## src/ntt_pkg.sv

```systemverilog
`default_nettype none

package ntt_pkg;

    // ------------------------------
    // coefficient format
    // ------------------------------

    // ML-DSA prime, q = 2^23 - 2^13 + 1
    localparam int unsigned COEFF_W = 23;

    typedef logic [COEFF_W-1:0] coeff_t;

    localparam coeff_t NTT_Q = 23'd8380417;

    // number of pointwise lanes, one per butterfly
    localparam int unsigned NUM_LANES = 4;

    // ------------------------------
    // pipeline latencies
    // ------------------------------

    // product register, two fold registers
    localparam int unsigned MULT_LATENCY = 3;

    // multiplier plus the registered back stage
    localparam int unsigned BF_LATENCY = 4;

    // two butterfly stages in series
    localparam int unsigned NTT_LATENCY = 2 * BF_LATENCY;

    // butterfly operations
    typedef enum logic [2:0] {
        ct  = 3'd0,
        gs  = 3'd1,
        pwm = 3'd2,
        pwa = 3'd3,
        pws = 3'd4
    } bf_mode_e;

endpackage

`default_nettype wire
```

## src/ntt_ready_tracker.sv

```systemverilog
`timescale 1ns/10ps
`default_nettype none

module ntt_ready_tracker (
    input  wire               clk,
    input  wire               reset_n,
    input  wire               zeroize_i,
    input  wire               enable_i,
    input  ntt_pkg::bf_mode_e mode_i,
    output logic              ready_o
);

    localparam int unsigned NL = ntt_pkg::NTT_LATENCY;
    localparam int unsigned BL = ntt_pkg::BF_LATENCY;

    // bit 0 is the oldest entry
    logic [NL-1:0] ready_sr;

    always_ff @(posedge clk or negedge reset_n) begin
        if (!reset_n) begin
            ready_sr <= '0;
        end else if (zeroize_i) begin
            ready_sr <= '0;
        end else begin
            case (mode_i)
                // full 2x2 pass
                ntt_pkg::ct,
                ntt_pkg::gs: ready_sr <= {enable_i, ready_sr[NL-1:1]};
                // one butterfly deep
                ntt_pkg::pwm,
                ntt_pkg::pwa,
                ntt_pkg::pws: ready_sr <= {{(NL-BL){1'b0}}, enable_i, ready_sr[BL-1:1]};
                default: ready_sr <= '0;
            endcase
        end
    end

    assign ready_o = ready_sr[0];

endmodule

`default_nettype wire

```

## config.mk

```make
export PLATFORM = sky130hd
export DESIGN_NAME = ntt_ready_tracker
export DESIGN_NICKNAME = d
export VERILOG_FILES = /design/src/ntt_pkg.sv /design/src/ntt_ready_tracker.sv
export SDC_FILE = /design/constraint.sdc
export NUM_CORES = 1
export LEC_CHECK = 0
export ABC_AREA = 1
export BUFFER_PORTS_ARGS = -buffer_cell sky130_fd_sc_hd__buf_2
export CORE_AREA = 3 3 40 42
export CTS_BUF_LIST = sky130_fd_sc_hd__clkbuf_8
export DETAILED_ROUTE_END_ITERATION = 8
export DIE_AREA = 0 0 43 45
export GPL_TIMING_DRIVEN = 0
export PLACE_DENSITY = 0.48
export SYNTH_ARGS = -nofsm -noshare
export SYNTH_HDL_FRONTEND = slang
export SYNTH_SLANG_ARGS = --single-unit
```

## constraint.sdc

```tcl
create_clock -name clk -period 0.8 [get_ports clk]
set_input_delay 0 -clock clk [delete_from_list [all_inputs] [get_ports clk]]
set_output_delay 0 -clock clk [all_outputs]
set_load 0.05 [all_outputs]
```

[After elaboration in Yosys (flattened, before gate mapping)]
Index checks and enable logic that the tools add are counted.
Word-level totals
  input port bits: 7
  flip-flop bits (word level): 8
  output and inout port bits: 1
Operators by class
  multiplexer cells: 2
  reductions and logical operators: 3
  equality and inequality tests: 4
Operators with widths (number)
  $pmux W8 S2: 1
  $mux W8: 1
  $eq A3 B2 Y1 const B: 2
  $eq A3 B1 Y1 const B: 1
  $eq A3 B3 Y1 const B: 1
  $logic_not A3 Y1: 1
  $reduce_or A3 Y1: 1
  $reduce_or A2 Y1: 1

[Longest topological paths before layout]
  depth in word-level cells: 4
  depth in mapped cells: 5

[Worst setup path after synthesis]
Ideal clock, no wire load.
  path kind: flip-flop to flip-flop
  start: register ready_sr[4]
  end: register ready_sr[3]
  required time: 0.680 ns
  arrival: 0.531 ns
  period minus slack after synthesis: 0.650 ns
  cell stages (with the launch flop): 5
  buffers on the path: 0
  path slack: 0.150 ns
  cell sequence: dfrtp_1 -> inv_1 -> nor2_2 -> nor2_1 -> nor2_1
On the way
  cells in the longest elaborated chain, start to end: 2
RTL lines
  from (decl): RTL line ntt_ready_tracker.sv:17  | logic [NL-1:0] ready_sr;
  from (signal assigned): RTL line ntt_ready_tracker.sv:28  | ntt_pkg::gs: ready_sr <= {enable_i, ready_sr[NL-1:1]};
  from (signal assigned): RTL line ntt_ready_tracker.sv:32  | ntt_pkg::pws: ready_sr <= {{(NL-BL){1'b0}}, enable_i, ready_sr[BL-1:1]};
  $pmux W8 S2: RTL line ntt_ready_tracker.sv:25  | case (mode_i)
  $mux W8: RTL line ntt_ready_tracker.sv:22  | end else if (zeroize_i) begin
Every way passes these cells.

[Final worst setup path]
  start: register ready_sr[0]
  end: output port ready_o
RTL lines
  to (decl): RTL line ntt_ready_tracker.sv:10  | output logic ready_o
No word-level cell between the ends.

==> results by group <==
Clocking
  – Clock transition at path regs: 0.04 ns
  – Clock root cell: clkbuf_8
  – Clk_lat worst skew: 0.22 ns
  – CTS tree: yes
  – Max clock buf depth: 2
  – CTS sink cnt: 8
  – H-tree levels: 1
  – TritonCTS Buffers: 3

STA
  – Final min period: 0.757 ns
  – Setup_tns: 0 ns
  – Slew Limit Fails: 0
  – Final hold viol count: 0
  – Clock skew: 0.000763 ns
  – Final setup violation count: 0
  – Tcrit/Tclk final: 94.6%
  – Slew HR: 87.8%
  – Min Hold Slack: 0.0225 ns
  – RSZ-0062 raised after global routing: no
  – Fmax: 1320 MHz
  – Pin slew with the least headroom to its limit: 0.183 ns

Cells and area
  – Synth-to-Final Area Change: 38.5%
  – Biggest regs: ready_sr: 8 flops
  – Fin nets: 55
  – Max reg flops: 8
  – Top reg by flops: ready_sr
  – Ant. Diodes: 0
  – Share of cells above drive strength 1: 26.1%

Placement
  – PortBufs: 7
  – Final Wtd Congestion: 0.623

Worst setup path
  – WP buf/inv: 1
  – RR Startpoint: ready_sr[4]
  – Crit path DAT: 0.76 ns
  – Worst Setup Path Type: register to output port
  – Worst-path cell chain: buf_4
  – CP Depth: 1
  – Req. time, crit path: 0.80 ns
  – Worst r2r dst: ready_sr[3]
  – Reg-to-reg slack, setup: 0.10 ns
  – CP max stage cell: dfrtp_1
  – Crit path capture type: output port
  – CP peak stage delay: 0.35 ns
  – Register-to-Register Path Depth: 4
  – Crit path max fanout: 1
  – CP top delay family: flip-flops
  – Nature of the critical path startpoint: register

Logic synthesis
  – Distinct cells, synth: 8
  – Cell Area, Synth: 305 µm²
  – Post-Synthesis Cells: 34
  – Seq/Total Area, Yosys: 65.6%
  – #FFs+latches synth: 8
  – Synth warn: 0
  – Syn_nets: 41
  – Mean Syn Cell Area: 8.98 µm²

Detailed routing
  – Drt pass-1 iters: 3
  – Vias: 226
  – Final ANT Viol Nets: 0
  – DRT iter0 DRCs: 4
  – Routed len/inst: 8.54 µm
  – DR DRC count: 0
  – Routed WL: 521 µm
  – DR vias/cell: 3.70

GRT
  – GRT Total Usage: 7.15%
  – Largest net degree at the start of global routing: 9
  – Initial antenna violation count: 0
  – First-pass GRT wire length: 903 µm
  – Vias in the first global route: 225
  – Grt total ovfl: 0

Pwr
  – VDD IR max: 0.576 mV
  – Power density over the cells: 2250 nW/µm²
  – Lkg Pwr: 0.215 nW

Floorplan
  – Die outline area: 1940 µm²
  – Initial Util: 23.8%
  – FP Rows: 13
  – Die X: 43 µm
  – Core Footprint: 1280 µm²
  – Ports: 8
  – Die H: 45 µm

Min path
  – HP Start: enable_i
  – Tightest Hold Check Type: input port to register
  – Hold Path End: ready_sr[7]
  – Cell depth of the worst hold path: 3

Status
  – Status: complete, no violations

Job
  – Max Cap Viol: 0
[what timing repair did]
item / CTS / global route
endpoints found under the hold margin: 9 / 0
gates resized for setup: 0 / 2
hold buffers: 2 / 0
setup endpoints to repair: 0 / 1
setup buffers: 0 / 0
[cells by family (layout without fill, tap and decap cells)]
| kind of cell | Yosys count | after routing | synth area share [%] |
|---|---|---|---|
| AO/OA/AOI/OAI | 1 | 1 | 1.64 |
| flip-flops | 8 | 8 | 65.6 |
| AND/OR/NAND/NOR | 17 | 17 | 23.0 |
| buffers and inverters | 8 | 20 | 9.84 |
[cells in the final DEF (no fill, tap or decap)]
master | synthesis | final
nand2_2 | 1 | 1
nand2_1 | 4 | 4
o21ai_1 | 1 | 1
nor2_1 | 10 | 10
buf_4 | 0 | 1
inv_1 | 8 | 8
nor2_2 | 1 | 1
nor3_1 | 1 | 1
clkbuf_8 | 0 | 3
dfrtp_1 | 8 | 8
buf_2 | 0 | 6
dlygate4sd3_1 | 0 | 2
[how the worst max path moves through the flow]
stage                      from     endpoint  slack (ns)
floorplan           ready_sr[4]  ready_sr[3]        0.15
global placement    ready_sr[4]  ready_sr[3]        0.11
detailed placement  ready_sr[4]  ready_sr[3]        0.11
CTS                 ready_sr[0]      ready_o        0.01
global route        ready_sr[0]      ready_o        0.01
finish              ready_sr[0]      ready_o        0.04
[cell type report]
class                   count  area [µm²]
inverters                   8        30.0
flip-flops and latches      8         200
well taps                  15        18.8
repair buffers              9        57.6
clock buffers               3        41.3
multi-input cells          18        75.1
fillers                   146         862
[metal layers]
layer / vias to the layer above / wire length, µm / track usage, %
li1: 120 / - / -
met1: 97 / 268 / 7.44
met2: 7 / 201 / 9.28
met3: 2 / 31 / 2.39
met4: 0 / 19 / 10.8
met5: - / 0 / 0
[worst register-to-register path, cell delays in order, from the launching register on]
cell and delay, ns:
dfrtp_1 0.35, inv_1 0.06, nor2_2 0.04, nor2_1 0.08, nor2_1 0.05
[power by group]
part / switching, mW / internal, mW
Combinational: 0.0346 / 0.0259
Clock: 0.152 / 0.325
Sequential: 0.00153 / 0.412
[synth_stat cells (all sizes together)]
cell    n  area (µm²)
dfrtp   8         200
inv     8        30.0
nand2   5        21.3
nor2   11        43.8
nor3    1        5.00
o21ai   1        5.00
[stage by stage]
step                      utilization (%)  setup WS, ns  cells  power (mW)  area (µm²)
after floorplan                         -         0.150     34       0.443         305
after CTS                            32.7        0.0105     61       0.969         420
after global placement               27.9         0.114     56       0.472         359
after detailed placement             27.9         0.108     56       0.472         359
after global routing                 32.9        0.0126     61        1.00         423
final                                32.9        0.0431     61       0.952         423
Power figures use the tool's default switching activity.
