**src/ntt_pkg.sv**
```systemverilog
`default_nettype none

package ntt_pkg;

    // ------------------------------
    // coefficient format
    // ------------------------------

    // ML-DSA prime, q = 2^23 - 2^13 + 1
    localparam int unsigned COEFF_W = 23;

    typedef logic [COEFF_W-1:0] coeff_t;

    localparam coeff_t NTT_Q = 23'd8380417;

    // number of pointwise lanes, one per butterfly
    localparam int unsigned NUM_LANES = 4;

    // ------------------------------
    // pipeline latencies
    // ------------------------------

    // product register, two fold registers
    localparam int unsigned MULT_LATENCY = 3;

    // multiplier plus the registered back stage
    localparam int unsigned BF_LATENCY = 4;

    // two butterfly stages in series
    localparam int unsigned NTT_LATENCY = 2 * BF_LATENCY;

    // butterfly operations
    typedef enum logic [2:0] {
        ct  = 3'd0,
        gs  = 3'd1,
        pwm = 3'd2,
        pwa = 3'd3,
        pws = 3'd4
    } bf_mode_e;

endpackage

`default_nettype wire
```
**src/ntt_butterfly.sv**
```systemverilog
`timescale 1ns/10ps
`default_nettype none

module ntt_butterfly (
    input  wire               clk,
    input  wire               reset_n,
    input  wire               zeroize_i,
    input  ntt_pkg::bf_mode_e mode_i,
    input  wire               accumulate_i,
    input  ntt_pkg::coeff_t   u_i,
    input  ntt_pkg::coeff_t   v_i,
    input  ntt_pkg::coeff_t   w_i,
    output ntt_pkg::coeff_t   u_o,
    output ntt_pkg::coeff_t   v_o
);

    localparam int unsigned CW = ntt_pkg::COEFF_W;

    ntt_pkg::coeff_t sum_f;
    ntt_pkg::coeff_t diff_f;
    ntt_pkg::coeff_t mul_a;
    ntt_pkg::coeff_t mul_b;
    ntt_pkg::coeff_t carry_d;
    ntt_pkg::coeff_t prod;
    ntt_pkg::coeff_t carry;
    ntt_pkg::coeff_t u_d;
    ntt_pkg::coeff_t v_d;
    ntt_pkg::coeff_t u_q;
    ntt_pkg::coeff_t v_q;
    ntt_pkg::coeff_t [ntt_pkg::MULT_LATENCY-1:0] carry_q;

    function automatic ntt_pkg::coeff_t mod_add(ntt_pkg::coeff_t a, ntt_pkg::coeff_t b);
        logic [CW:0] s;
        s = {1'b0, a} + {1'b0, b};
        if (s >= {1'b0, ntt_pkg::NTT_Q}) begin
            s = s - {1'b0, ntt_pkg::NTT_Q};
        end
        return s[CW-1:0];
    endfunction

    function automatic ntt_pkg::coeff_t mod_sub(ntt_pkg::coeff_t a, ntt_pkg::coeff_t b);
        logic [CW:0] d;
        d = {1'b0, a} - {1'b0, b};
        if (a < b) begin
            d = d + {1'b0, ntt_pkg::NTT_Q};
        end
        return d[CW-1:0];
    endfunction

    // ------------------------------
    // front stage, combinational
    // ------------------------------
    assign sum_f  = mod_add(u_i, v_i);
    assign diff_f = mod_sub(u_i, v_i);

    // carry_d is the operand that bypasses the multiplier
    always_comb begin
        mul_a   = '0;
        mul_b   = '0;
        carry_d = '0;
        case (mode_i)
            ntt_pkg::ct: begin
                mul_a   = v_i;
                mul_b   = w_i;
                carry_d = u_i;
            end
            ntt_pkg::gs: begin
                mul_a   = diff_f;
                mul_b   = w_i;
                carry_d = sum_f;
            end
            ntt_pkg::pwm: begin
                mul_a   = u_i;
                mul_b   = v_i;
                carry_d = accumulate_i ? w_i : '0;
            end
            ntt_pkg::pwa: carry_d = sum_f;
            ntt_pkg::pws: carry_d = diff_f;
            default: carry_d = '0;
        endcase
    end

    ntt_mod_mult u_mult (
        .clk       (clk),
        .reset_n   (reset_n),
        .zeroize_i (zeroize_i),
        .a_i       (mul_a),
        .b_i       (mul_b),
        .p_o       (prod)
    );

    always_ff @(posedge clk or negedge reset_n) begin
        if (!reset_n) begin
            carry_q <= '0;
        end else if (zeroize_i) begin
            carry_q <= '0;
        end else begin
            carry_q <= {carry_d, carry_q[ntt_pkg::MULT_LATENCY-1:1]};
        end
    end

    assign carry = carry_q[0];

    // ------------------------------
    // back stage, registered
    // ------------------------------
    always_comb begin
        u_d = '0;
        v_d = '0;
        case (mode_i)
            ntt_pkg::ct: begin
                u_d = mod_add(carry, prod);
                v_d = mod_sub(carry, prod);
            end
            ntt_pkg::gs: begin
                u_d = carry;
                v_d = prod;
            end
            ntt_pkg::pwm: u_d = mod_add(prod, carry);
            ntt_pkg::pwa,
            ntt_pkg::pws: u_d = carry;
            default: u_d = '0;
        endcase
    end

    always_ff @(posedge clk or negedge reset_n) begin
        if (!reset_n) begin
            u_q <= '0;
            v_q <= '0;
        end else if (zeroize_i) begin
            u_q <= '0;
            v_q <= '0;
        end else begin
            u_q <= u_d;
            v_q <= v_d;
        end
    end

    assign u_o = u_q;
    assign v_o = v_q;

endmodule

`default_nettype wire

```
**src/ntt_mod_mult.sv**
```systemverilog
`timescale 1ns/10ps
`default_nettype none

module ntt_mod_mult (
    input  wire             clk,
    input  wire             reset_n,
    input  wire             zeroize_i,
    input  ntt_pkg::coeff_t a_i,
    input  ntt_pkg::coeff_t b_i,
    output ntt_pkg::coeff_t p_o
);

    localparam int unsigned CW      = ntt_pkg::COEFF_W;
    localparam int unsigned PROD_W  = 2 * CW;
    // 2^23 = 2^13 - 1 mod q
    localparam int unsigned SHIFT   = 13;
    // first fold stays below 2^36 + 2^23
    localparam int unsigned FOLD1_W = 37;
    localparam int unsigned HI2_W   = FOLD1_W - CW;
    // second fold stays below 3q
    localparam int unsigned FOLD2_W = 25;

    logic [PROD_W-1:0]  prod_q;
    logic [FOLD1_W-1:0] fold1_d;
    logic [FOLD1_W-1:0] fold1_q;
    logic [FOLD2_W-1:0] fold2_d;
    logic [FOLD2_W-1:0] fold2_q;
    logic [CW-1:0]      hi1;
    logic [CW-1:0]      lo1;
    logic [HI2_W-1:0]   hi2;
    logic [CW-1:0]      lo2;
    logic [FOLD2_W-1:0] q_ext;
    logic [FOLD2_W-1:0] q2_ext;
    logic [FOLD2_W-1:0] red;

    // fold 1: hi*2^23 + lo -> hi*2^13 - hi + lo
    assign hi1     = prod_q[PROD_W-1:CW];
    assign lo1     = prod_q[CW-1:0];
    assign fold1_d = {1'b0, hi1, {SHIFT{1'b0}}} - FOLD1_W'(hi1) + FOLD1_W'(lo1);

    // fold 2: the 14-bit upper part is split again at bit 10
    // so its top four bits wrap once more through 2^13 - 1
    assign hi2     = fold1_q[FOLD1_W-1:CW];
    assign lo2     = fold1_q[CW-1:0];
    assign fold2_d = {2'b0, hi2[9:0], {SHIFT{1'b0}}}
                   + FOLD2_W'({hi2[HI2_W-1:10], {SHIFT{1'b0}}})
                   - FOLD2_W'(hi2[HI2_W-1:10])
                   - FOLD2_W'(hi2)
                   + FOLD2_W'(lo2);

    assign q_ext  = {2'b0, ntt_pkg::NTT_Q};
    assign q2_ext = {1'b0, ntt_pkg::NTT_Q, 1'b0};

    always_ff @(posedge clk or negedge reset_n) begin
        if (!reset_n) begin
            prod_q  <= '0;
            fold1_q <= '0;
            fold2_q <= '0;
        end else if (zeroize_i) begin
            prod_q  <= '0;
            fold1_q <= '0;
            fold2_q <= '0;
        end else begin
            prod_q  <= a_i * b_i;
            fold1_q <= fold1_d;
            fold2_q <= fold2_d;
        end
    end

    // final correction, value is below 3q here
    always_comb begin
        if (fold2_q >= q2_ext) begin
            red = fold2_q - q2_ext;
        end else if (fold2_q >= q_ext) begin
            red = fold2_q - q_ext;
        end else begin
            red = fold2_q;
        end
    end

    assign p_o = red[CW-1:0];

endmodule

`default_nettype wire

```
**config.mk**
```make
export PLATFORM = sky130hd
export DESIGN_NAME = ntt_butterfly
export DESIGN_NICKNAME = d
export VERILOG_FILES = /design/src/ntt_pkg.sv /design/src/ntt_butterfly.sv /design/src/ntt_mod_mult.sv
export SDC_FILE = /design/constraint.sdc
export NUM_CORES = 2
export LEC_CHECK = 0
export BUFFER_PORTS_ARGS = -buffer_cell sky130_fd_sc_hd__buf_2
export CAP_MARGIN = 5
export CORE_UTILIZATION = 50
export CTS_BUF_LIST = sky130_fd_sc_hd__clkbuf_4 sky130_fd_sc_hd__clkbuf_8
export DETAILED_ROUTE_END_ITERATION = 16
export GPL_ROUTABILITY_DRIVEN = 0
export PLACE_DENSITY = 0.77
export SLEW_MARGIN = 20
export SYNTH_ARGS = -nofsm -noshare
export SYNTH_HDL_FRONTEND = slang
export SYNTH_HIERARCHICAL = 1
export SYNTH_SLANG_ARGS = --single-unit
```
**constraint.sdc**
```tcl
create_clock -name clk -period 14.5 [get_ports clk]
set_input_delay 0 -clock clk [delete_from_list [all_inputs] [get_ports clk]]
set_output_delay 0 -clock clk [all_outputs]
set_load 0.01 [all_outputs]
```
Word level (Yosys, flattened, before mapping). Index checks and enable logic that the tools add are counted.

Output and inout port bits: 46. Bits in registers: 223. Bits of input ports: 76. ROM bits: 0. RAM bits: 0. Logic and storage cells: 58. Memories kept: 0. Latch bits: 0.

Shifts and indexed selects: 0. Reduce and logical (&&, ||, !) cells: 5. $mul: 1. Eq/ne operators: 4. $lt $le $gt $ge: 6. Mux-type cells: 18. Div/mod/pow operators: 0. $add $sub $neg: 16. Bitwise logic cells: 0.

Operators with widths (number): 2-to-1 mux 23 bit (9); one-hot mux 23 bit (2 select lines) (3); one-hot mux 23 bit (4 select lines) (1); subtractor 23 bit (second input constant) (4); 2-to-1 mux 69 bit (1); one-hot mux 23 bit (3 select lines) (1); adder 23 x 23 -> 24 bit (2); >= comparator 24 x 23 -> 1 bit (second input constant) (2); adder 23 bit (second input constant) (2); less-than comparator 23 bit (2); multiplier 23 x 23 -> 46 bit (1); 2-to-1 mux 46 bit (1); subtractor 23 bit (2); adder 37 x 23 -> 37 bit (1); 2-to-1 mux 37 bit (1); subtractor 36 x 23 -> 37 bit (1); adder 25 x 23 -> 25 bit (1); >= comparator 25 x 23 -> 1 bit (second input constant) (1); >= comparator 25 x 24 -> 1 bit (second input constant) (1); 2-to-1 mux 25 bit (1); subtractor 25 x 14 -> 25 bit (1); subtractor 25 x 4 -> 25 bit (1); adder 23 x 17 -> 24 bit (1); equality test 3 x 2 -> 1 bit (second input constant) (2); other kinds (5) (7).

Logic depth before layout (Yosys ltp).
Depth in word-level cells: 8. Gate-level depth with buffers: 39.

Modules after synthesis. Netlist, hierarchy kept.

By module, submodules not included: ntt_mod_mult (instances 1, cells each 3011, area an instance 26116.3 um^2); ntt_butterfly (instances 1, cells each 1688, area an instance 13173.9 um^2).

Least setup slack after synthesis. OpenSTA, ideal clock, no wires.

Path kind: input port to flip-flop. Start: in u_i[0]. End: reg u_mult.prod_q[42]. Slack: 5.041 ns. Setup time: 0.127 ns. Path buffers: 1. Arrival time: 9.331 ns. Data required time: 14.373 ns. Stages: 35. Cell sequence: inv_1 ha_1 fa_1 nand2b_1 a2111oi_0 nor2_1 xnor2_1 nand4_1 nor4_1 o211ai_1 nor2b_1 o22a_1 nor2_1 clkbuf_1 nand2_1 fa_1 fa_1 fa_1 inv_1 fa_1 inv_1 fa_1 inv_1 fa_1 inv_1 fa_1 inv_1 ha_1 and2_1 nand3_1 a211o_1 a2111oi_4 or2_1 a31o_2 mux2_1.

Cells in the longest elaborated chain, start to end: 6. Elaborated cells on any way between the ends: 7. Classes of those cells: add/sub (2); mul (1); order compare (1); mux (3).

RTL lines: from (decl) (line ntt_butterfly.sv:10) `input ntt_pkg::coeff_t u_i,`; subtractor 23 bit (line ntt_butterfly.sv:43) `d = {1'b0, a} - {1'b0, b};`; adder 23 bit (line ntt_butterfly.sv:45) `d = d + {1'b0, ntt_pkg::NTT_Q};`; 2-to-1 mux 23 bit (*) (line ntt_butterfly.sv:44) `if (a < b) begin`; one-hot mux 23 bit (3 select lines) (*) (line ntt_butterfly.sv:61) `case (mode_i)`; net mul_a[13] (line ntt_butterfly.sv:21) `ntt_pkg::coeff_t mul_a;`; multiplier 23 x 23 -> 46 bit (*) (line ntt_mod_mult.sv:64) `prod_q <= a_i * b_i;`; 2-to-1 mux 46 bit (*) (line ntt_mod_mult.sv:59) `end else if (zeroize_i) begin`; to (signal assigned) (line ntt_mod_mult.sv:64); to (decl) (line ntt_mod_mult.sv:23) `logic [PROD_W-1:0] prod_q;`.

Mark *: on every way through the listed nets, which the timed path passes. The rest lies on a longest branch.

Worst setup path after layout.
Start: in u_i[0]. End: reg u_mult.prod_q[39].

Same word-level chain as after synthesis.

==> summary.txt <==
Floorplan
  – IO Pins: between 100 and 150
  – CORE AREA: between 70,000 and 80,000 um^2
  – Starting density of the core: 50.6%
  – Die Y: 282 um
  – Die W: 282 um
  – Rows: just over 100
  – DIE AREA: 79,700 um^2

Global routing
  – All-Layer GR Usage: 27.6%
  – Global-route wire length before repair: 176 mm
  – Met2 usage: 45.1%
  – Grt total ovfl: 0
  – GR Util met3: 4.91%
  – Vias in the first global route: 33,823
  – Antenna violations before repair: 2
  – GR peak layer: met2
  – GRT met1 Usage: 35.9%
  – Largest net degree at the start of global routing: 85

Synth
  – Post-Syn Instances: 4,699
  – Unique masters post-synth: 100
  – Mean Syn Cell Area: 8.36 um^2
  – Post-synth EDFFs: 0
  – YS warnings: 6
  – Number of synthesized register bits: approximately 220
  – Syn Nets: 5,630
  – Ys flop type: dfrtp_1
  – Async S/R FF share, synth: 100%
  – Seq/Total Area, Yosys: 14.2%
  – Area of the mapped netlist: 39,300 um^2

Drt
  – DRT antenna net count: 0
  – DRT iter0 DRCs: ~3,100
  – Vias: 33,804
  – Average routed wire per standard cell: 18.9 um
  – # DRC: 0
  – Vias/cell: 5.86
  – Drt pass-1 iters: 7
  – Final WL: around 110 mm

Timing
  – RSZ-0062 raised after global routing: no
  – Final hold vios: 0
  – Post-layout minimum cycle time: between 9000 and 10,000 ps
  – Fin crit share: 68.1%
  – Setup violators final: 0
  – Hold slack: slightly below 60 ps
  – Peak Freq: 101 MHz
  – Slew Limit Fails: 0
  – Slew margin rel.: approximately 20%
  – Worst Skew: roughly 26 ps
  – TNS Setup: 0 ps
  – Worst Max-Slew Pin Slew: 1200 ps

Finish
  – Layout cells sized above 1: just under 7%
  – Fin nets: 5,630
  – Final cell count without fillers: 5,767
  – Most frequent cells in the layout: inv_1, nand2_1, fa_1
  – Final Core Density: 54.0%
  – Commonest non-fill, non-tap cell in the layout: inv_1
  – Syn-to-layout area delta: 6.61%

Job
  – MaxCap Viol Count: 0

Pwr
  – Sequential Power Share: 13.6%
  – Int Pwr: approximately 0.003 W
  – IR drop worst, VDD: approximately 0.15 mV
  – Leak Pwr: 20.4 nW
  – Pwr dens: 151 nW/um^2
  – Switching pwr: about 0.0033 W
  – Combinational share of power: 75.8%
  – Clock share of power: 10.6%
  – Sw frac: 51.7%

Critical path
  – Max incr delay on CP: slightly below 800 ps
  – Worst EP required: roughly 15,000 ps
  – Crit. End Element: flop
  – Cell mode on critical path: fa_1
  – Crit path max-delay cell type: nor4_1
  – WS Path Type: primary input to flop
  – Worst setup SP type: primary input
  – Critical path's top delay family: adder cells
  – WP buf/inv: 7
  – Worst Path Max Fanout: 23
  – CP arrival: 10,320 ps

CTS
  – H-Tree Level Count: 2
  – Sink Count: 223
  – Reg clk slew, reported paths: 60 ps
  – TritonCTS clock tree: done
  – Num CTS Buffers: 38
  – Clock insertion delay at the later pin of the skew report: ~570 ps
  – CTS root buffer: clkbuf_8
  – Clk buf depth: 3
  – Setup bufs post-CTS: 0

Run status
  – Outcome: finished, final reports clean

Place
  – Cells after DPL: 5,676
  – DPL Wire Length: 85.8 mm
  – PortBufs: 121

Min path
  – HP Class: primary input to flop
[cells by family (layout without fill, tap and decap cells)]
logic type                 Yosys count  count (layout)  share of synthesized area, %
DFF                                223             223                          14.2
buffers and inverters              989            1016                          9.52
AOI/OAI and AO/OA                  833             833                          14.8
and+or+nand+nor                   1554            1554                          19.7
adders and majority gates          855             855                          36.1
muxes                               54              54                          1.43
xor gates and xnor gates           191             191                          4.29
other                                0               1                             0
[layer usage]
metal	vias to the layer above	wire [um]
met5	-	25
met1	16352	44000
li1	15431	-
met3	363	9990
met4	4	5190
met2	1654	50000
[cells in the mapped netlist (16+ instances only)]
cell	number	area, um^2
a21o_1	73	548
mux2i_1	37	370
nand4_1	58	363
o31ai_1	29	218
and3_1	29	181
or2_2	18	113
a22o_1	42	368
fa_1	464	9290
nor2b_1	113	707
o21ai_0	120	601
nor3_1	84	420
o22a_1	16	140
o21a_1	19	143
a21oi_1	198	991
and2_1	249	1560
dfrtp_1	223	5580
a31oi_1	21	131
nor2_1	307	1150
o21bai_1	28	210
a22oi_1	30	225
clkbuf_1	200	751
nand2b_1	27	169
xnor2_1	129	1130
ha_1	391	4890
nor4_1	30	188
or3_1	27	169
nand3_1	59	295
o211ai_1	24	180
or4_1	18	135
nand2_1	479	1800
xor2_1	61	534
inv_1	758	2850
a211oi_1	41	308
[repair_timing]
item                      in CTS  in global routing
hold buffers                  23                  0
resized for setup              0                  0
hold endpoints to repair     122                  0
[through the flow]
stage | worst slack (ps) | cell area, um^2 | total power, W
finish | 4620 | 41900 | 0.00632
global route | 4120 | 41900 | 0.00692
CTS | 4900 | 41900 | 0.00628
detailed placement | 4340 | 40700 | 0.00557
global placement | 4620 | 40700 | 0.00548
floorplan | 5040 | 39300 | 0.00446
[cell type report]
| type | count | area, um^2 |
|---|---|---|
| Inverter | 761 | 2860 |
| Clock buffer | 60 | 738 |
| Clock inverter | 7 | 174 |
| Timing Repair Buffer | 188 | 1200 |
| Multi-Input combinational cell | 3487 | 30000 |
| Antenna cell | 1 | 2.50 |
| Tap cell | 1040 | 1300 |
| Fill cell | 7158 | 35700 |
| Sequential cell | 223 | 5580 |
[power groups by stage]
stage	Sequential [W]	Combinational, W	Clock, W
finish	0.000859	0.00479	0.000669
global route	0.000874	0.00534	0.000709
CTS	0.000860	0.00474	0.000685
detailed placement	0.000871	0.00470	0
global placement	0.000866	0.00461	0
floorplan	0.000851	0.00361	0
[worst reg2reg max path, stage by stage (launching register included)]
cell and delay, ps:
dfrtp_1 430, nor4_2 420, nor4b_4 420, a311oi_1 150, nor2_1 610, o21ai_0 280, nand2_1 230, nor2_1 70
xor2_1 320, inv_1 80, ha_1 560, clkinv_1 360, o2111ai_1 270, a21oi_1 120, o311ai_0 750, nand2_1 140
xnor2_1 220, or4_1 680, o31a_1 620, or4_1 560, a32o_1 270
[sequential cells by signal, summed over array words and instances, names as in the netlist]
register        cells
carry              23
carry_q            46
u_mult/fold1_q     37
u_mult/fold2_q     25
u_mult/prod_q      46
u_o                23
v_o                23
[worst paths after layout]
kind / start / to / slack, ps / depth (start not counted)
setup / recovery: u_i[0] / u_mult/prod_q[39]$_DFF_PN0_ / 4620 / 36
hold / removal: u_i[5] / carry_q[51]$_DFF_PN0_ / 60 / 4
min in group asynchronous: reset_n / v_o[22]$_DFF_PN0_ / 380 / 3
setup reg to reg: u_mult/fold2_q[4]$_DFF_PN0_ / u_o[15]$_DFF_PN0_ / 6810 / 20
max in group asynchronous: reset_n / carry[10]$_DFF_PN0_ / 13060 / 4
hold reg to reg: carry_q[29]$_DFF_PN0_ / carry[6]$_DFF_PN0_ / 460 / 1
Power figures use the tool's default switching activity.
