$ cat src/ntt_pkg.sv
`default_nettype none

package ntt_pkg;

    // ------------------------------
    // coefficient format
    // ------------------------------

    // ML-DSA prime, q = 2^23 - 2^13 + 1
    localparam int unsigned COEFF_W = 23;

    typedef logic [COEFF_W-1:0] coeff_t;

    localparam coeff_t NTT_Q = 23'd8380417;

    // number of pointwise lanes, one per butterfly
    localparam int unsigned NUM_LANES = 4;

    // ------------------------------
    // pipeline latencies
    // ------------------------------

    // product register, two fold registers
    localparam int unsigned MULT_LATENCY = 3;

    // multiplier plus the registered back stage
    localparam int unsigned BF_LATENCY = 4;

    // two butterfly stages in series
    localparam int unsigned NTT_LATENCY = 2 * BF_LATENCY;

    // butterfly operations
    typedef enum logic [2:0] {
        ct  = 3'd0,
        gs  = 3'd1,
        pwm = 3'd2,
        pwa = 3'd3,
        pws = 3'd4
    } bf_mode_e;

endpackage

`default_nettype wire
$ cat src/ntt_stage_link.sv
`timescale 1ns/10ps
`default_nettype none

module ntt_stage_link (
    input  wire               clk,
    input  wire               reset_n,
    input  wire               zeroize_i,
    input  ntt_pkg::bf_mode_e mode_i,
    input  ntt_pkg::coeff_t   u00_i,
    input  ntt_pkg::coeff_t   v00_i,
    input  ntt_pkg::coeff_t   w00_i,
    input  ntt_pkg::coeff_t   u01_i,
    input  ntt_pkg::coeff_t   v01_i,
    input  ntt_pkg::coeff_t   w01_i,
    input  ntt_pkg::coeff_t   w10_i,
    input  ntt_pkg::coeff_t   w11_i,
    input  ntt_pkg::coeff_t   s1_u0_i,
    input  ntt_pkg::coeff_t   s1_v0_i,
    input  ntt_pkg::coeff_t   s1_u1_i,
    input  ntt_pkg::coeff_t   s1_v1_i,
    input  ntt_pkg::coeff_t [ntt_pkg::NUM_LANES-1:0] pw_u_i,
    input  ntt_pkg::coeff_t [ntt_pkg::NUM_LANES-1:0] pw_v_i,
    input  ntt_pkg::coeff_t [ntt_pkg::NUM_LANES-1:0] pw_w_i,
    output ntt_pkg::coeff_t   op_u00_o,
    output ntt_pkg::coeff_t   op_v00_o,
    output ntt_pkg::coeff_t   op_w00_o,
    output ntt_pkg::coeff_t   op_u01_o,
    output ntt_pkg::coeff_t   op_v01_o,
    output ntt_pkg::coeff_t   op_w01_o,
    output ntt_pkg::coeff_t   op_u10_o,
    output ntt_pkg::coeff_t   op_v10_o,
    output ntt_pkg::coeff_t   op_w10_o,
    output ntt_pkg::coeff_t   op_u11_o,
    output ntt_pkg::coeff_t   op_v11_o,
    output ntt_pkg::coeff_t   op_w11_o
);

    logic pw_mode;
    ntt_pkg::coeff_t [ntt_pkg::BF_LATENCY-1:0] w10_q;
    ntt_pkg::coeff_t [ntt_pkg::BF_LATENCY-1:0] w11_q;

    assign pw_mode = mode_i inside {ntt_pkg::pwm, ntt_pkg::pwa, ntt_pkg::pws};

    // stage-2 twiddles wait for the stage-1 results
    always_ff @(posedge clk or negedge reset_n) begin
        if (!reset_n) begin
            w10_q <= '0;
            w11_q <= '0;
        end else if (zeroize_i) begin
            w10_q <= '0;
            w11_q <= '0;
        end else begin
            w10_q <= {w10_i, w10_q[ntt_pkg::BF_LATENCY-1:1]};
            w11_q <= {w11_i, w11_q[ntt_pkg::BF_LATENCY-1:1]};
        end
    end

    // ------------------------------
    // stage 1 operands
    // ------------------------------
    assign op_u00_o = pw_mode ? pw_u_i[0] : u00_i;
    assign op_v00_o = pw_mode ? pw_v_i[0] : v00_i;
    assign op_w00_o = pw_mode ? pw_w_i[0] : w00_i;
    assign op_u01_o = pw_mode ? pw_u_i[1] : u01_i;
    assign op_v01_o = pw_mode ? pw_v_i[1] : v01_i;
    assign op_w01_o = pw_mode ? pw_w_i[1] : w01_i;

    // ------------------------------
    // stage 2 operands
    // ------------------------------
    // bf10 pairs the two u results, bf11 the two v results
    assign op_u10_o = pw_mode ? pw_u_i[2] : s1_u0_i;
    assign op_v10_o = pw_mode ? pw_v_i[2] : s1_u1_i;
    assign op_w10_o = pw_mode ? pw_w_i[2] : w10_q[0];
    assign op_u11_o = pw_mode ? pw_u_i[3] : s1_v0_i;
    assign op_v11_o = pw_mode ? pw_v_i[3] : s1_v1_i;
    assign op_w11_o = pw_mode ? pw_w_i[3] : w11_q[0];

endmodule

`default_nettype wire

$ cat config.mk
export PLATFORM = sky130hd
export DESIGN_NAME = ntt_stage_link
export DESIGN_NICKNAME = d
export VERILOG_FILES = /design/src/ntt_pkg.sv /design/src/ntt_stage_link.sv
export SDC_FILE = /design/constraint.sdc
export NUM_CORES = 1
export LEC_CHECK = 0
export BUFFER_PORTS_ARGS = -buffer_cell sky130_fd_sc_hd__buf_2
export CELL_PAD_IN_SITES_DETAIL_PLACEMENT = 0
export CELL_PAD_IN_SITES_GLOBAL_PLACEMENT = 1
export CORE_AREA = 2 2 325 327
export CTS_BUF_LIST = sky130_fd_sc_hd__clkbuf_8
export DETAILED_ROUTE_END_ITERATION = 12
export DIE_AREA = 0 0 327 329
export PLACE_DENSITY_LB_ADDON = 0.1
export SLEW_MARGIN = 20
export SYNTH_ARGS = -nofsm -noshare
export SYNTH_HDL_FRONTEND = slang
export SYNTH_SLANG_ARGS = --single-unit
export TNS_END_PERCENT = 10
$ cat constraint.sdc
create_clock -name clk -period 2.3 [get_ports clk]
set_input_delay 0.345 -clock clk [delete_from_list [all_inputs] [get_ports clk]]
set_output_delay 0.345 -clock clk [all_outputs]
set_load 0.005 [all_outputs]
; ---- Word level (Yosys, flattened, before mapping)
; Index checks and enable logic that the tools add are counted.
[op_classes]
n_eq_ne = 3
mux = 14
n_reduce_logical = 1
[ops]
columns = cell, count
row1 = $mux 23, 12
row2 = $mux 92, 2
row3 = $eq 3x2->1 const B, 2
row4 = $eq 3x3->1 const B, 1
row5 = $reduce_bool 3->1, 1
[totals]
reg_bits = 184
in_bits = 558
output_inout_bits = 276

; ---- Longest topological paths before layout
; Gate-level depths: netlist (run 1).
[depth]
depth_word = 3
depth_mapped = 5
ltp_nobuf = 3

; ---- Least setup slack after synthesis (run 1)
; OpenSTA, ideal clock, no wires.
[synth_path]
path_kind = input -> output
startpoint = input mode_i[0]
endpoint = output op_u11_o[10]
arrival_time_ns = 1.421
required_time_ns = 1.955
path_slack_ns = 0.534
cell_stages = 5
n_path_buf = 2
path_cell_list = nand2b_1 mux2i_2 buf_4 buf_4 mux2_2
[synth_between]
elab_chain_cells = 3
word_cells_on_any_way = 5
cone_classes = eq/ne: 3 / mux: 1 / reduce/logical: 1
[synth_lines]
columns = element, line_no
row1 = "start, declared", ntt_stage_link.sv:8  ; input ntt_pkg::bf_mode_e mode_i,
row2 = $eq 3x2->1 / $eq 3x3->1 (equally long branches), ntt_stage_link.sv:42  ; assign pw_mode = mode_i inside {ntt_pkg::pwm, ntt_pkg::pwa, ntt_pkg::pws};
row3 = $reduce_bool 3->1 (*), ntt_stage_link.sv:42
row4 = $mux 23 (*), ntt_stage_link.sv:75  ; assign op_u11_o = pw_mode ? pw_u_i[3] : s1_v0_i;
row5 = "end, declared", ntt_stage_link.sv:33  ; output ntt_pkg::coeff_t op_u11_o,
; Every way passes the cells marked *; elsewhere a longest branch is shown, timed or not.

; ---- Worst setup path in the final report (run 1)
[layout_path]
startpoint = input mode_i[0]
endpoint = output op_v11_o[18]
[layout_between]
elab_chain_cells = 3
word_cells_on_any_way = 5
cone_classes = eq/ne: 3 / mux: 1 / reduce/logical: 1
[layout_lines]
columns = element, line_no
row1 = $eq 3x2->1 / $eq 3x3->1 (equally long branches), ntt_stage_link.sv:42
row2 = $reduce_bool 3->1 (*), ntt_stage_link.sv:42
row3 = $mux 23 (*), ntt_stage_link.sv:76  ; assign op_v11_o = pw_mode ? pw_v_i[3] : s1_v1_i;
row4 = "end, declared", ntt_stage_link.sv:34  ; output ntt_pkg::coeff_t op_v11_o,
; Marks and branches as above.

==> results.txt, run 1 <==
The portion of the clock cycle consumed by the worst path in the final layout came out at 97.0%. The quantity of gates resized following cts is 0. The number of antenna violations at the first check in global routing came to 156. Summed over all layers, the global routing overflow is 0. The post-placement worst setup slack came out at 23.6 ps. The multi-input combinational cell area came out at 4290 sq um.

The first global-routing pass estimated 113000 um of wire. The detailed-placement wirelength estimate is 84500 um. The largest buffer count on any clock path came out at 2. The synthesized netlist occupies a cell area of 9190 sq um. The achievable clock frequency came out at 0.448 GHz. The required time reported for the critical path endpoint came out at 1960 ps. The non-filler instance count after layout is 2973. The final number of hold-violating endpoints is 0. The total routing usage reported by global routing is 16.6%. The number of primary I/O pins came out at 834. For this configuration, the core starts out at a cell density of 8.81%.

STA classifies the critical path endpoint as a primary output. The max-slew violation count is 0. The portion of the post-synthesis area used by sequential elements came out at 50.1%.

The final total negative setup slack is 0 ps. The total of max-cap violations came out at 0. Setup slack closes at 69.9 ps. The overall via count from detail_route is 9352. The cell row count is 119. The library cell used most frequently in the layout, excluding fill and tap cells, is sky130_fd_sc_hd__buf_2. The average wire per standard cell came out at 31.2 um. The clock slew at the register clock pins of the worst setup and hold paths is 110 ps.

Setup repair after global routing left no endpoint under its margin. The register bit count reported by yosys came out at 184. For the pin with the worst max-slew slack, the measured transition is 566 ps. The DRC violation count after routing is 0.

The post-route netlist has 73.1% of its cells at a drive strength greater than 1. In this run the number of H-tree levels came out at 4. The data arrival time of the critical path came out at 1890 ps.

The CTS root buffer is sky130_fd_sc_hd__clkbuf_8. Headroom to the max-slew limit came out at 62.3%. Of all nets on the critical path, the largest fanout is 11.

The count of distinct cell types in the synthesized netlist is 10. After the first detailed-routing iteration, the DRC count stood at 399. Counting every net in the synthesized netlist gives 1254. For this design the ratio of total power to cell area is 509 nW/um^2.

The total CTS buffers is 17. The net count reported at finish is 2100. The remaining number of nets flagged by the antenna check after routing came out at 0.

The via count of the first global-routing pass came out at 9528. Summing all flip-flop and latch instances after layout gives 4600 sq um. In the routed layout, each cell is associated on average with a via count of 3.15. The die area came out at 108000 sq um.

The average footprint of a synthesized cell is 13.2 sq um. The number of failing setup endpoints in the final timing report came out at 0. The TritonCTS clock tree is yes. The worst hold path belongs to the class primary input to register. The number of warning messages in the yosys log is 0. The number of cells produced by synthesis came out at 696. The worst clock skew came out at 12.8 ps.

Across the VDD grid, the largest voltage drop is 0.407 mV. The worst setup path is of the primary input to primary output kind. The top cell types in the final layout, fill and taps aside, are sky130_fd_sc_hd__buf_2, sky130_fd_sc_hd__mux2_2, sky130_fd_sc_hd__nor2b_1, sky130_fd_sc_hd__dfrtp_1, sky130_fd_sc_hd__mux2_1. The number of buffer cells added on primary ports is 833. The horizontal die dimension came out at 327 um. STA classifies the critical path startpoint as a primary input. After detailed placement, the design holds a cell count of 2903.

The leakage power summed over all cells is 7.81 nW. The area growth from synthesis to layout came out at 72.3%. The routability congestion estimate from global placement is 0.934. The largest net degree at the start of global routing is 62. The core region is 104000 sq um. Before antenna repair, the detailed router went through 4 iterations.

Counting I/O delays and the setup requirement, the final critical path takes 2230 ps. The flow ran to the end, and the final reports show no timing, DRC or antenna violations. The number of filler cells placed in the layout came out at 12.0k. The y dimension of the die is 329 um. The clock latency of the later-clocked register in the worst-skew pair came out at 500 ps.

The final layout contains routed wiring with a total length of 92700 um. The CTS sink count came out at 184.
## state kept, by name (all words and copies together) (netlist names)
register / count
w10_q: 92
w11_q: 92
## critical path, stage by stage
cell and delay, ps:
sky130_fd_sc_hd__buf_2 100, sky130_fd_sc_hd__nand2b_1 160, sky130_fd_sc_hd__mux2i_4 190, sky130_fd_sc_hd__buf_4 150, sky130_fd_sc_hd__buf_12 160, sky130_fd_sc_hd__buf_4 210, sky130_fd_sc_hd__mux2_2 390, sky130_fd_sc_hd__buf_2 170
## final timing paths
kind | startpoint | end | slack [ps] | cells after the start
worst max-delay path | mode_i[0] | op_v11_o[18] | 70 | 8
worst min-delay path | w10_i[0] | w10_q[69]$_DFF_PN0_ | 60 | 2
worst max register to register | w10_q[58]$_DFF_PN0_ | w10_q[35]$_DFF_PN0_ | 1630 | 1
worst min register to register | w10_q[89]$_DFF_PN0_ | w10_q[66]$_DFF_PN0_ | 460 | 1
max in group asynchronous | reset_n | w11_q[61]$_DFF_PN0_ | 1240 | 3
min in group asynchronous | reset_n | w10_q[57]$_DFF_PN0_ | 360 | 2
## repair_timing
item	CTS	global route
endpoints found under the hold margin	40	0
setup buffers	0	3
endpoints found under the setup margin	0	5
hold buffers	7	0
## layout make-up
| class | instances | share of cell area [%] |
|---|---|---|
| flip-flops and latches | 184 | 29.1 |
| diodes | 27 | 0.427 |
| well taps | 1391 | 11.0 |
| clock buffers | 18 | 1.56 |
| repair buffers | 877 | 29.8 |
| clock inverters | 14 | 1.02 |
| multi-input cells | 462 | 27.1 |
## layer usage
metal,global-route usage (%),vias up,routed length (um)
li1,-,4072,-
met1,22.7,4400,41900
met2,25.1,618,38800
met3,6.12,208,9100
met4,2.60,54,2580
met5,0,-,337
## Yosys cell counts (all sizes together)
| cell type | n | area (sq um) |
|---|---|---|
| buf | 30 | 233 |
| clkbuf | 20 | 75.1 |
| dfrtp | 184 | 4600 |
| mux2 | 276 | 3110 |
| mux2i | 1 | 13.8 |
| nand2b | 1 | 6.26 |
| nor2b | 184 | 1150 |
## cell families after synthesis
| group | count (synthesis) | synth area share [%] |
|---|---|---|
| AND/OR/NAND/NOR | 185 | 12.6 |
| multiplexers | 277 | 34.0 |
| buffers and inverters | 50 | 3.35 |
| flip-flops | 184 | 50.1 |
## metrics by stage
stage	utilization [%]	instance area (sq um)	power, mW	hold WS (ps)
2_1_floorplan	-	9190	4.25	49.4
3_3_place_gp	14.6	15200	5.81	314
3_5_place_dp	14.6	15200	5.79	312
4_1_cts	15.1	15700	8.26	0.0436
5_1_grt	15.1	15800	8.52	19.1
6_report	15.2	15800	8.06	61.9
## power by group
group	total (mW)	switching, mW	internal [mW]	leakage [nW]
clock	2.35	1.33	1.02	0.196
combinational	2.35	1.17	1.17	5.13
sequential	3.36	0.0282	3.34	2.48
total	8.06	2.53	5.53	7.81
Power figures use the tool's default switching activity.
==> run 2, diff against run 1 <==
--- a/config.mk
+++ b/config.mk
@@ -6,13 +6,10 @@
 export NUM_CORES = 1
 export LEC_CHECK = 0
 export BUFFER_PORTS_ARGS = -buffer_cell sky130_fd_sc_hd__buf_2
-export CELL_PAD_IN_SITES_DETAIL_PLACEMENT = 0
-export CELL_PAD_IN_SITES_GLOBAL_PLACEMENT = 1
-export CORE_AREA = 2 2 325 327
+export CORE_AREA = 2 2 323 325
 export CTS_BUF_LIST = sky130_fd_sc_hd__clkbuf_8
 export DETAILED_ROUTE_END_ITERATION = 12
-export DIE_AREA = 0 0 327 329
-export PLACE_DENSITY_LB_ADDON = 0.1
+export DIE_AREA = 0 0 325 327
 export SLEW_MARGIN = 20
 export SYNTH_ARGS = -nofsm -noshare
 export SYNTH_HDL_FRONTEND = slang
==> results.txt, run 2 (synthesis results as in run 1) <==
The run finished with clean final reports. The reported net switching power is 2.69 mW. The number of cells on the worst reg-to-reg path came out at 1. The data arrival time of the critical path is 1930 ps. The register-to-register setup slack came out at 1650 ps. The total power is 8.09 mW. The number of antenna violations at the first check in global routing is 96. The commonest non-fill, non-tap cell in the layout is sky130_fd_sc_hd__buf_2. In this run the remaining antenna-violating nets after routing total 0. The slowest stage of the critical path belongs to the cell sky130_fd_sc_hd__mux2_2. The via count of the first global-routing pass came out at 9440. The category of the worst setup path launch point is a primary input. No sink is reached through more buffers than the 2 on the longest clock path. The register area is 4600 sq um. The first-pass GRT wire length came out at 103000 um.

Summing all non-filler instances in the final layout gives an area of 15900 sq um. The y dimension of the die came out at 327 um. The total routing usage reported by global routing came out at 15.1%. Setup repair after global routing could not meet its margin everywhere. After layout, the worst path uses 98.8% of the clock period. The violation count after the first detailed-routing iteration is 457.

The max-slew violation count is 0. The total length of routed wires came out at 83500 um. Across all hold checks on the routed design, the worst slack comes to 65.9 ps.

In this run switching power makes up 33.3% of total power. The internal cell power is 5.39 mW. In this run, placement finished with an instance count of 2893. The worst-margin pin slew is 546 ps.

The power share of the clock group is 27.5%. The area of the core is 103000 sq um. The utilization after layout is 15.5%. The clock net in this run drives a total of 184 sinks. The leakage power summed over all cells came out at 7.91 nW.

The die area is 106000 sq um. Once the floorplan was initialized, standard cells occupied 8.93% of the core. The average wire per standard cell came out at 28.2 um.

The largest net degree at the start of global routing is 58. In the layout the commonest cells are sky130_fd_sc_hd__buf_2, sky130_fd_sc_hd__mux2_2, sky130_fd_sc_hd__nor2b_1, sky130_fd_sc_hd__dfrtp_1, sky130_fd_sc_hd__mux2_1. The aggregate global routing overflow came out at 0. The worst clock skew is 25.1 ps. The DRC violation count after routing came out at 0. The worst setup path is captured at a primary output. The sequential group share of total power is 41.6%. The power density over the cells is 508 nW/um^2. The total of max-cap violations came out at 0. After filler insertion, the fill cell instance count of the layout stands at 11.7k. The cell sitting at the root of the clock tree is a sky130_fd_sc_hd__clkbuf_8.

The achievable clock frequency is 0.440 GHz. The number of failing setup endpoints in the final timing report came out at 0. The number of vias per cell is 3.18.

The headroom to the max-slew limit is 63.6%. The final number of hold-violating endpoints came to 0. The signal on the critical path passes through buf_2, nand2b_1, mux2i_4, buf_12, clkbuf_16, buf_12, mux2_2, buf_2. After detailed placement, the total cell area comes to 15200 sq um. The type of the setup path with the least slack is primary input to primary output. The startpoint of the worst hold path is w10_i[7]. For this run, the post-layout net count is 2099.

The area growth from synthesis to layout came out at 73.3%. The number of buffer cells added on primary ports came out at 833. VDD sags by at most 0.280 mV.

The largest fanout on the critical path came out at 24. The worst register-to-register path ends at w11_q[27]$_DFF_PN0_. The startpoint identified for the worst register-to-register timing path is w11_q[50]$_DFF_PN0_. The clock reaches the later pin of the worst-skew pair after 490 ps. The combinational cell fraction of total power came out at 30.9%.

The delay contributed by the slowest stage of the critical path came out at 430 ps. The horizontal die dimension came out at 325 um. The path class of the tightest hold or removal check is primary input to register. TritonCTS built the clock tree.

The final critical-path required period came out at 2270 ps. Detailed routing inserted a total of 9401 vias. In the final layout, the registers with the most flip-flops are w10_q: 92 flops, w11_q: 92 flops. The clock slew at the register clock pins of the worst setup and hold paths came out at 120 ps. The floorplan has 118 rows. For this design the top-level I/O count stands at 834.

The detailed-placement wirelength estimate is 74800 um. The endpoint of the worst hold path is w10_q[76]$_DFF_PN0_. Counting instances, the worst hold path has a depth of 2. The routability congestion estimate from global placement is 0.976.

The non-filler instance count after layout is 2955. The total CTS buffers came out at 17. The number of detailed-route iterations in the first pass came out at 4. The post-route netlist has 74.1% of its cells at a drive strength greater than 1. At the worst endpoint, the required time is 1960 ps. The multi-input combinational cell area came out at 4360 sq um. The deepest level of the CTS H-tree is 4.
==> run 2: final cells by class <==
| class | instances | area share, % |
|---|---|---|
| clock buffers | 18 | 1.56 |
| multi-input cells | 462 | 27.3 |
| well taps | 1380 | 10.8 |
| flip-flops and latches | 184 | 28.9 |
| repair buffers | 876 | 30.2 |
| diodes | 21 | 0.330 |
| clock inverters | 14 | 0.848 |
==> run 2: worst max-delay path by stage <==
stage	start	to	slack, ps
finish	mode_i[0]	op_v01_o[4]	30
CTS	mode_i[0]	op_u00_o[6]	-40
floorplan	mode_i[0]	op_u11_o[10]	530
global route	mode_i[0]	op_w11_o[1]	-9
global placement	mode_i[0]	op_v00_o[7]	-270
detailed placement	mode_i[0]	op_v00_o[7]	-240
==> run 2: per-stage QoR <==
step                TNS (ps)  setup WS [ps]
floorplan                  0            534
global placement       -4890           -268
detailed placement     -3620           -238
CTS                     -434          -35.6
global route           -13.1          -8.95
finish                     0           28.2
==> run 2: power by group through the flow <==
stage	logic, mW	clock network [mW]	registers (mW)
after floorplan	0.838	0	3.41
after global placement	2.42	0	3.43
after detailed placement	2.42	0	3.43
after CTS	2.51	2.37	3.37
after global routing	2.69	2.48	3.38
final	2.50	2.22	3.36
==> run 2: critical path, delay by kind of cell <==
| family | cells | cell delay [ps] |
|---|---|---|
| simple gates | 1 | 160 |
| buf+inv | 5 | 790 |
| mux | 2 | 600 |
==> run 2: what timing repair did <==
action                                  4_1_cts  5_1_grt
gates resized for setup                      40       17
buffers inserted                              4        2
cloned                                        1        2
endpoints found under the setup margin       41       81
hold endpoints to repair                     51        0
hold buffers                                  1        0
==> run 2: layer usage <==
layer / global-route usage, % / share of wire, % / vias up
met2: 22.5 / 42 / 653
met5: 0 / 0.23 / -
li1: - / - / 4061
met1: 20.4 / 45 / 4521
met4: 3.08 / 2.1 / 30
met3: 6.36 / 11 / 136
